<file path="config.mk">
export PLATFORM = sky130hd
export DESIGN_NAME = fifo_exerciser
export DESIGN_NICKNAME = d
export VERILOG_FILES = /design/src/logic/exerciser_pkg.sv /design/src/logic/fifo_exerciser.sv /design/src/logic/status_reporter.sv /design/src/logic/drain_checker.sv /design/src/logic/burst_writer.sv /design/src/logic/fifo_lane.sv
export VERILOG_INCLUDE_DIRS = /design/src /design/src/logic
export SDC_FILE = /design/constraint.sdc
export NUM_CORES = 1
export LEC_CHECK = 0
export ABC_AREA = 1
export BUFFER_PORTS_ARGS = -buffer_cell sky130_fd_sc_hd__buf_2
export CAP_MARGIN = 20
export CELL_PAD_IN_SITES_DETAIL_PLACEMENT = 1
export CELL_PAD_IN_SITES_GLOBAL_PLACEMENT = 2
export CORE_UTILIZATION = 37
export CTS_CLUSTER_SIZE = 40
export DETAILED_ROUTE_END_ITERATION = 10
export PLACE_DENSITY = 0.84
export SETUP_SLACK_MARGIN = 0.5
export SYNTH_ARGS = -nofsm -noshare
export SYNTH_HDL_FRONTEND = slang
export SYNTH_HIERARCHICAL = 1
export SYNTH_SLANG_ARGS = --single-unit
</file>
<file path="constraint.sdc">
create_clock -name clk -period 3.4 [get_ports clk]
set_input_delay 0.17 -clock clk [delete_from_list [all_inputs] [get_ports clk]]
set_output_delay 0.17 -clock clk [all_outputs]
set_load 0.005 [all_outputs]
</file>
<file path="src/logic/exerciser_settings.svh">
// ##########################################################################
// Build-time settings for the FIFO exerciser. EX_DEPTH must be a power of
// two and at least 2; EX_PACE and EX_BAUD_DIV must be at least 2.
// EX_DEPTH also sets the starting credit count of every lane.
// ##########################################################################
`ifndef EXERCISER_SETTINGS_SVH
`define EXERCISER_SETTINGS_SVH

// number of fifo lanes under test
`define EX_LANES 4

// entries per lane, also initial credits
`define EX_DEPTH 8

// data width of each lane
`define EX_WIDTH 8

// cycles between drain attempts
`define EX_PACE 16

// clock cycles per uart bit
`define EX_BAUD_DIV 8

`endif
</file>
<file path="src/logic/exerciser_pkg.sv">
// ##########################################################################
// Shared types for the FIFO exerciser. The error code is three bits wide
// and the UART character is ERR_CHAR_BASE plus that code.
// ##########################################################################
package exerciser_pkg;

	// writer flow control
	typedef enum logic {
		MODE_CREDIT = 1'b0,
		MODE_FLOOD  = 1'b1
	} write_mode_t;

	// status reporter FSM
	typedef enum logic [1:0] {
		REP_RUN  = 2'd0,
		REP_SEND = 2'd1,
		REP_HALT = 2'd2
	} rep_state_t;

	// bit positions in the error code
	localparam int ERR_RERROR = 0;
	localparam int ERR_WERROR = 1;
	localparam int ERR_DERROR = 2;

	// ascii '0'
	localparam logic [7:0] ERR_CHAR_BASE = 8'h30;

endpackage

</file>
<file path="src/logic/fifo_exerciser.sv">
// ##########################################################################
// FIFO exerciser top: burst writer, EX_LANES FIFO lanes, drain checker
// and status reporter. serial idles high and carries one error character.
// ##########################################################################
`timescale 1ns/1ps
`include "exerciser_settings.svh"

module fifo_exerciser (
	input  logic                       clk,
	input  logic                       fifo_reset,
	input  exerciser_pkg::write_mode_t mode,
	input  logic                       drain_hold,
	output logic                       serial,
	output logic [2:0]                 error_code,
	output logic [15:0]                words_checked
);

	logic [`EX_LANES-1:0]           lane_write;
	logic [`EX_WIDTH-1:0]           write_data;
	logic [`EX_LANES-1:0]           lane_read;
	logic [`EX_LANES-1:0]           data_available;
	logic [`EX_LANES*`EX_WIDTH-1:0] read_data;
	logic [`EX_LANES-1:0]           lane_werror;
	logic [`EX_LANES-1:0]           lane_rerror;
	logic                           mismatch;
	logic                           halt;

	burst_writer writer0 (
		.clk        (clk),
		.fifo_reset (fifo_reset),
		.mode       (mode),
		.halt       (halt),
		.lane_read  (lane_read),
		.lane_write (lane_write),
		.write_data (write_data)
	);

	// write data is shared, lane_write selects the lane
	for (genvar i = 0; i < `EX_LANES; i++) begin : g_lane
		fifo_lane lane (
			.clk            (clk),
			.fifo_reset     (fifo_reset),
			.write_strobe   (lane_write[i]),
			.write_data     (write_data),
			.read_strobe    (lane_read[i]),
			.read_data      (read_data[i*`EX_WIDTH +: `EX_WIDTH]),
			.data_available (data_available[i]),
			.werror         (lane_werror[i]),
			.rerror         (lane_rerror[i])
		);
	end

	drain_checker checker0 (
		.clk            (clk),
		.fifo_reset     (fifo_reset),
		.halt           (halt),
		.drain_hold     (drain_hold),
		.data_available (data_available),
		.read_data      (read_data),
		.lane_read      (lane_read),
		.mismatch       (mismatch),
		.words_checked  (words_checked)
	);

	status_reporter reporter0 (
		.clk         (clk),
		.fifo_reset  (fifo_reset),
		.lane_werror (lane_werror),
		.lane_rerror (lane_rerror),
		.mismatch    (mismatch),
		.halt        (halt),
		.error_code  (error_code),
		.serial      (serial)
	);

endmodule

</file>
<file path="src/logic/status_reporter.sv">
// ##########################################################################
// Latches the first error, halts traffic and sends one 8N1 character
// ('0' plus the error bits) at EX_BAUD_DIV clocks per bit. The start bit
// leaves two cycles after the error pulse. Stays halted until fifo_reset.
// ##########################################################################
`timescale 1ns/1ps
`include "exerciser_settings.svh"

module status_reporter (
	input  logic                 clk,
	input  logic                 fifo_reset,
	input  logic [`EX_LANES-1:0] lane_werror,
	input  logic [`EX_LANES-1:0] lane_rerror,
	input  logic                 mismatch,
	output logic                 halt,
	output logic [2:0]           error_code,
	output logic                 serial
);

	import exerciser_pkg::*;

	localparam int BW = $clog2(`EX_BAUD_DIV);

	rep_state_t    state;
	logic [2:0]    err_now;
	logic [7:0]    tx_char;
	logic [9:0]    tx_shift;
	logic [BW-1:0] baud_cnt;
	logic [3:0]    bit_cnt;
	logic          bit_end;

	// lanes are or-ed together, only the error kind matters
	always_comb begin
		err_now             = '0;
		err_now[ERR_RERROR] = |lane_rerror;
		err_now[ERR_WERROR] = |lane_werror;
		err_now[ERR_DERROR] = mismatch;
	end

	assign tx_char = ERR_CHAR_BASE + {5'b0, err_now};
	assign bit_end = (baud_cnt == BW'(`EX_BAUD_DIV - 1));

	always_ff @(posedge clk) begin
		if (fifo_reset) begin
			state      <= REP_RUN;
			halt       <= 1'b0;
			error_code <= '0;
			serial     <= 1'b1;
			baud_cnt   <= '0;
			bit_cnt    <= '0;
		end else begin
			case (state)
				REP_RUN: begin
					serial <= 1'b1;
					if (err_now != '0) begin
						error_code <= err_now;
						halt       <= 1'b1;
						// stop, data lsb first, start
						tx_shift   <= {1'b1, tx_char, 1'b0};
						baud_cnt   <= '0;
						bit_cnt    <= '0;
						state      <= REP_SEND;
					end
				end

				REP_SEND: begin
					serial <= tx_shift[0];
					if (bit_end) begin
						baud_cnt <= '0;
						tx_shift <= {1'b1, tx_shift[9:1]};
						bit_cnt  <= bit_cnt + 1'b1;
						if (bit_cnt == 4'd9) begin
							state <= REP_HALT;
						end
					end else begin
						baud_cnt <= baud_cnt + 1'b1;
					end
				end

				REP_HALT: begin
					// line idles high, traffic frozen
					serial <= 1'b1;
				end

				default: begin
					state <= REP_HALT;
				end
			endcase
		end
	end

endmodule

</file>
<file path="src/logic/drain_checker.sv">
// ##########################################################################
// Slow round-robin drain, one pop per EX_PACE cycles at most. Each popped
// byte is compared with that lane's expected counter; a mismatch pulses
// one cycle after the pop. drain_hold and halt both stop popping.
// ##########################################################################
`timescale 1ns/1ps
`include "exerciser_settings.svh"

module drain_checker (
	input  logic                           clk,
	input  logic                           fifo_reset,
	input  logic                           halt,
	input  logic                           drain_hold,
	input  logic [`EX_LANES-1:0]           data_available,
	input  logic [`EX_LANES*`EX_WIDTH-1:0] read_data,
	output logic [`EX_LANES-1:0]           lane_read,
	output logic                           mismatch,
	output logic [15:0]                    words_checked
);

	localparam int LW  = (`EX_LANES > 1) ? $clog2(`EX_LANES) : 1;
	localparam int PCW = $clog2(`EX_PACE);

	logic [PCW-1:0]       pace_cnt;
	logic                 pace_tick;
	logic [LW-1:0]        rr_ptr;
	logic                 found;
	logic [LW-1:0]        sel;
	logic                 pop_en;
	logic [`EX_WIDTH-1:0] head;
	logic [`EX_WIDTH-1:0] expected [`EX_LANES];

	assign pace_tick = (pace_cnt == PCW'(`EX_PACE - 1));

	// next lane with data, starting after the last one popped
	always_comb begin
		int idx;
		found = 1'b0;
		sel   = rr_ptr;
		for (int k = 0; k < `EX_LANES; k++) begin
			idx = int'(rr_ptr) + 1 + k;
			if (idx >= `EX_LANES) begin
				idx = idx - `EX_LANES;
			end
			if (!found && data_available[idx]) begin
				found = 1'b1;
				sel   = LW'(idx);
			end
		end
	end

	assign pop_en = pace_tick && !halt && !drain_hold && found;
	assign head   = read_data[sel * `EX_WIDTH +: `EX_WIDTH];

	// pop is combinational so the head is compared on the same edge
	always_comb begin
		lane_read = '0;
		if (pop_en) begin
			lane_read[sel] = 1'b1;
		end
	end

	always_ff @(posedge clk) begin
		if (fifo_reset) begin
			pace_cnt      <= '0;
			rr_ptr        <= '0;
			mismatch      <= 1'b0;
			words_checked <= '0;
			for (int i = 0; i < `EX_LANES; i++) begin
				expected[i] <= '0;
			end
		end else begin
			if (pace_tick) begin
				pace_cnt <= '0;
			end else begin
				pace_cnt <= pace_cnt + 1'b1;
			end

			mismatch <= 1'b0;
			if (pop_en) begin
				rr_ptr        <= sel;
				mismatch      <= (head != expected[sel]);
				expected[sel] <= expected[sel] + 1'b1;
				words_checked <= words_checked + 1'b1;
			end
		end
	end

endmodule

</file>
<file path="src/logic/burst_writer.sv">
// ##########################################################################
// Round-robin pattern writer, one write per cycle at most. Each pop seen on
// lane_read returns one credit. In flood mode credits are still counted
// but do not gate writes, so lanes can be overrun on purpose.
// ##########################################################################
`timescale 1ns/1ps
`include "exerciser_settings.svh"

module burst_writer (
	input  logic                      clk,
	input  logic                      fifo_reset,
	input  exerciser_pkg::write_mode_t mode,
	input  logic                      halt,
	input  logic [`EX_LANES-1:0]      lane_read,
	output logic [`EX_LANES-1:0]      lane_write,
	output logic [`EX_WIDTH-1:0]      write_data
);

	import exerciser_pkg::*;

	localparam int LW  = (`EX_LANES > 1) ? $clog2(`EX_LANES) : 1;
	localparam int CRW = $clog2(`EX_DEPTH) + 2;

	logic [CRW-1:0]       credit  [`EX_LANES];
	logic [`EX_WIDTH-1:0] pattern [`EX_LANES];
	logic [LW-1:0]        rr_ptr;
	logic [`EX_LANES-1:0] eligible;
	logic                 found;
	logic [LW-1:0]        sel;

	always_comb begin
		for (int i = 0; i < `EX_LANES; i++) begin
			eligible[i] = !halt && (mode == MODE_FLOOD || credit[i] != '0);
		end
	end

	// next eligible lane after the last one written
	always_comb begin
		int idx;
		found = 1'b0;
		sel   = rr_ptr;
		for (int k = 0; k < `EX_LANES; k++) begin
			idx = int'(rr_ptr) + 1 + k;
			if (idx >= `EX_LANES) begin
				idx = idx - `EX_LANES;
			end
			if (!found && eligible[idx]) begin
				found = 1'b1;
				sel   = LW'(idx);
			end
		end
	end

	always_ff @(posedge clk) begin
		if (fifo_reset) begin
			lane_write <= '0;
			rr_ptr     <= '0;
			for (int i = 0; i < `EX_LANES; i++) begin
				credit[i]  <= CRW'(`EX_DEPTH);
				pattern[i] <= '0;
			end
		end else begin
			lane_write <= '0;
			if (found) begin
				lane_write[sel] <= 1'b1;
				rr_ptr          <= sel;
				write_data      <= pattern[sel];
				pattern[sel]    <= pattern[sel] + 1'b1;
			end

			// take on write, give back on pop; saturate at zero in flood mode
			for (int i = 0; i < `EX_LANES; i++) begin
				case ({found && (sel == LW'(i)), lane_read[i]})
					2'b10: begin
						if (credit[i] != '0) begin
							credit[i] <= credit[i] - 1'b1;
						end
					end
					2'b01:   credit[i] <= credit[i] + 1'b1;
					default: credit[i] <= credit[i];
				endcase
			end
		end
	end

endmodule

</file>
<file path="src/logic/fifo_lane.sv">
// ##########################################################################
// First-word-fall-through FIFO lane, EX_DEPTH entries of EX_WIDTH bits.
// A write when full or a read when empty is dropped and flagged with a
// one-cycle error pulse on the following cycle.
// ##########################################################################
`timescale 1ns/1ps
`include "exerciser_settings.svh"

module fifo_lane (
	input  logic                 clk,
	input  logic                 fifo_reset,
	input  logic                 write_strobe,
	input  logic [`EX_WIDTH-1:0] write_data,
	input  logic                 read_strobe,
	output logic [`EX_WIDTH-1:0] read_data,
	output logic                 data_available,
	output logic                 werror,
	output logic                 rerror
);

	localparam int PW = $clog2(`EX_DEPTH);

	logic [`EX_WIDTH-1:0] mem [`EX_DEPTH];
	logic [PW-1:0]        wr_ptr;
	logic [PW-1:0]        rd_ptr;
	logic [PW:0]          fill_count;
	logic                 full;
	logic                 empty;
	logic                 do_write;
	logic                 do_read;

	assign full  = (fill_count == (PW+1)'(`EX_DEPTH));
	assign empty = (fill_count == '0);

	// illegal accesses never touch the storage
	assign do_write = write_strobe && !full;
	assign do_read  = read_strobe && !empty;

	// head word always on the output
	assign read_data      = mem[rd_ptr];
	assign data_available = !empty;

	always_ff @(posedge clk) begin
		if (do_write) begin
			mem[wr_ptr] <= write_data;
		end
	end

	always_ff @(posedge clk) begin
		if (fifo_reset) begin
			wr_ptr     <= '0;
			rd_ptr     <= '0;
			fill_count <= '0;
			werror     <= 1'b0;
			rerror     <= 1'b0;
		end else begin
			werror <= write_strobe && full;
			rerror <= read_strobe && empty;

			// pointers wrap on their own, depth is a power of two
			if (do_write) begin
				wr_ptr <= wr_ptr + 1'b1;
			end
			if (do_read) begin
				rd_ptr <= rd_ptr + 1'b1;
			end

			case ({do_write, do_read})
				2'b10:   fill_count <= fill_count + 1'b1;
				2'b01:   fill_count <= fill_count - 1'b1;
				default: fill_count <= fill_count;
			endcase
		end
	end

endmodule

</file>
==> results.py <==
metrics = {
    "global_route": {
        "grt_max_degree": 52,
        "grt_pass1_wl_um": 93250,
        "grt_pass1_vias": 17180,
        "grt_antenna_before_repair": 0,
        "overflow": 0,
        "gr-usage-all-layers_pct": 19.53,
    },
    "outcome": {
        "violations": "negative setup slack",
        "status": "finished, violations left",
    },
    "drt": {
        "drc": 0,
        "ant_nets": 0,
        "drt-total-wl_um": 61480,
        "wl_per_cell_um": 18.89,
        "vias_per_cell": 5.087,
        "detail_route.iter0.violations": 958,
        "dr_total_vias": 16560,
        "dr.pass1.iters": 4,
    },
    "logic_synthesis": {
        "post_synth_inst_count": 2291,
        "synthSimpleGateAreaFrac_pct": 23.17,
        "ys_seq_elements": 460,
        "synth_compound_area_share_pct": 7.001,
        "ys.flop_type": "edfxtp_1",
        "synth_fa_ha_area_share_pct": 2.993,
        "synth_area_leaders": "edfxtp_1 49%, dfxtp_1 9.3%, nand2_1 8.2%",
        "yosys.area.top_type": "edfxtp_1",
        "synth-edff-count": 357,
        "synth_top_family_by_area": "simple AND/OR/NAND/NOR gates",
        "yosysSeqAreaShare_pct": 57.91,
        "avgSynthCellArea_sq_um": 9.634,
        "muxShareOfSynthArea_pct": 1.451,
        "netlist_area_sq_mm": 0.02207,
        "async_flop_share_pct": 0,
        "synth_cell_type_count": 52,
        "yosysWarnings": 6,
        "synth_top_area_share_pct": 48.57,
        "synth-xor-area-share_pct": 1.105,
        "synthesis.nets": 2346,
    },
    "die": {
        "core_sq_mm": 0.05902,
        "pin_count": 24,
        "die_y_um": 246.2,
        "start_util_pct": 37.40,
        "die-width_um": 246.2,
        "dieArea_sq_mm": 0.06063,
        "fp-row-count": 89,
    },
    "clock_network": {
        "cts_buffers": 51,
        "clk_latency_ns": 0.60,
        "cts-root-buf": "clkbuf_16",
        "cts_tree": "yes",
        "clockBufferDepth": 3,
        "path_clk_slew_ns": 0.06,
        "cts.sinks": 460,
        "htreeDepth": 2,
    },
    "final_layout": {
        "drive_gt1_share_pct": 23.45,
        "n_antenna_cell": 0,
        "synthToLayoutAreaGrowth_pct": 21.45,
        "seqCellArea_sq_mm": 0.01280,
        "nets": 2495,
        "multi_input_area_sq_mm": 0.008966,
        "final_util_pct": 45.42,
        "n_fill_cell": 6586,
    },
    "timing": {
        "rsz0062_at_grt": "true",
        "finalHoldViolCount": 0,
        "worst_slack_ns": -0.1007,
        "fin_setup_tns_ns": -0.2836,
        "finalSetupViolCount": 5,
        "clock-skew-final_ns": 0.01598,
        "slew_viol_final": 0,
        "tightest_slew_ns": 1.001,
        "period_minus_slack_ns": 3.501,
        "finalCritPeriodShare_pct": 103.0,
        "clock.fmax_ghz": 0.2857,
        "slew_headroom_pct": 33.04,
    },
    "pwr": {
        "p_per_area_mw_per_mm2": 964.1,
        "power_leakage_nw": 10.37,
        "peakVddDrop_uv": 620.6,
        "power_w": 0.02584,
    },
    "placed_design": {
        "place_ws_ns": -0.05874,
        "hpwl_um": 39150,
        "place.gp.congestion": 0.8034,
        "io_buffers": 23,
    },
    "setup_path": {
        "crit_type": "flip-flop to flip-flop",
        "worstPathArrival_ns": 3.84,
        "cp.required_ns": 3.74,
        "cp_max_fo": 4,
        "end_kind": "flip-flop",
        "cp-start-kind": "flip-flop",
    },
    "flow_run": {
        "cap_violations": 0,
    },
    "worst_hold_path": {
        "hp-class": "input pin to flip-flop",
    },
}
## repair_timing
item	4_1_cts	5_1_grt
hold endpoints to repair	5	0
cloned	0	1
buffers inserted	39	44
resized for setup	103	174
pin swaps	42	86
hold buffers	1	0
setup endpoints to repair	95	145
## sequential cells by signal, indices dropped and copies added (netlist names), 8 cells and up, named ones only
name and count:
writer0/credit 20, writer0/write_data 8, writer0/pattern 32, g_lane.lane/rd_ptr 12
checker0/expected 32, g_lane.lane/mem 256, reporter0/tx_shift 9, checker0/words_checked 16
g_lane.lane/fill_count 16, g_lane.lane/wr_ptr 12
## Yosys cell counts (17+ instances only)
cell type    n
a21oi_1     67
buf_2       28
buf_6       23
dfxtp_1    103
edfxtp_1   357
ha_1        48
inv_1      211
inv_2       23
mux2i_1     32
nand2_1    483
nand2_2     33
nand3_1    160
nand3_2     22
nand3b_1    17
nor2_1     305
o21ai_0    111
o21ai_1     63
o22ai_1     35
## routing by layer
metal	part of all wire [%]	vias up	global-route usage, %
met5	0	-	0
li1	-	8010	-
met3	2.7	88	2.756
met4	2.0	0	4.695
met2	52	196	35.26
met1	43	8263	24.35
## worst max-delay path, cell delays in order (launching register included)
cell and delay, ns:
edfxtp_1 0.43, nor2_2 0.17, nand4_1 0.23, nand3_2 0.18, nand3_4 0.10, nand2_4 0.11
buf_4 0.12, nand3_2 0.08, nand2_1 0.07, nand2_1 0.07, nand2_2 0.14, nor2_2 0.07
inv_2 0.06, nor2_2 0.05, inv_1 0.07, ha_2 0.18, inv_2 0.05, nor2_4 0.17
inv_4 0.07, ha_4 0.27, a21oi_4 0.05, o21ai_2 0.16, xor2_1 0.10, or2_4 0.23
## report_power, final
part | internal (W) | switching [W]
Sequential | 0.00737 | 0.000358
Combinational | 0.00464 | 0.00778
Clock | 0.00340 | 0.00231
Total | 0.0154 | 0.0104
## cells by family (layout without fill, tap and decap cells)
kind of cell / after synthesis / in the layout
DFF: 460 / 460
xor gates and xnor gates: 27 / 27
and+or+nand+nor: 1119 / 1119
muxes: 32 / 32
buffers and inverters: 310 / 501
adders and majority gates: 51 / 51
AOI/OAI and AO/OA: 292 / 292
## layout by cell type (no fill, tap or decap), types with 33 or more instances in the layout
cell type and n:
a21oi_1 57, buf_4 118, clkbuf_16 52, dfxtp_1 91
edfxtp_1 357, inv_1 172, inv_2 52, nand2_1 435
nand2_2 66, nand3_1 136, nand3_2 36, nor2_1 273
o21ai_0 95, o21ai_1 72, o22ai_1 33
## cell type report
type / instances / area share [%]
sequential: 460 / 47.76
clock inverter: 30 / 1.242
tap: 773 / 3.608
multi-input combinational: 1521 / 33.45
inverter: 235 / 3.407
clock buffer: 65 / 5.144
timing repair buffer: 171 / 5.391
## per-stage QoR
stage	hold WS [ns]	instance area, sq um	cells
final	0.1620	26810	3255
after global routing	0.1592	26810	3255
after CTS	0.1441	25760	3208
after detailed placement	0.4392	23320	3073
after global placement	0.4265	23320	3073
after floorplan	0.2421	22320	2291
## worst paths after layout
kind	start	endpoint	slack, ns	cells past startpoint
worst max-delay path	writer0/credit[1][0]$_SDFFCE_PN0P_	writer0/credit[1][3]$_SDFFCE_PN1P_	-0.10	23
worst min-delay path	drain_hold	checker0/rr_ptr[1]$_SDFFE_PP0P_	0.16	5
worst max register to register	writer0/credit[1][0]$_SDFFCE_PN0P_	writer0/credit[1][3]$_SDFFCE_PN1P_	-0.10	23
worst min register to register	reporter0/serial$_SDFFE_PP1P_	reporter0/serial$_SDFFE_PP1P_	0.45	2
No activity file was read; power rests on OpenSTA's default activity.
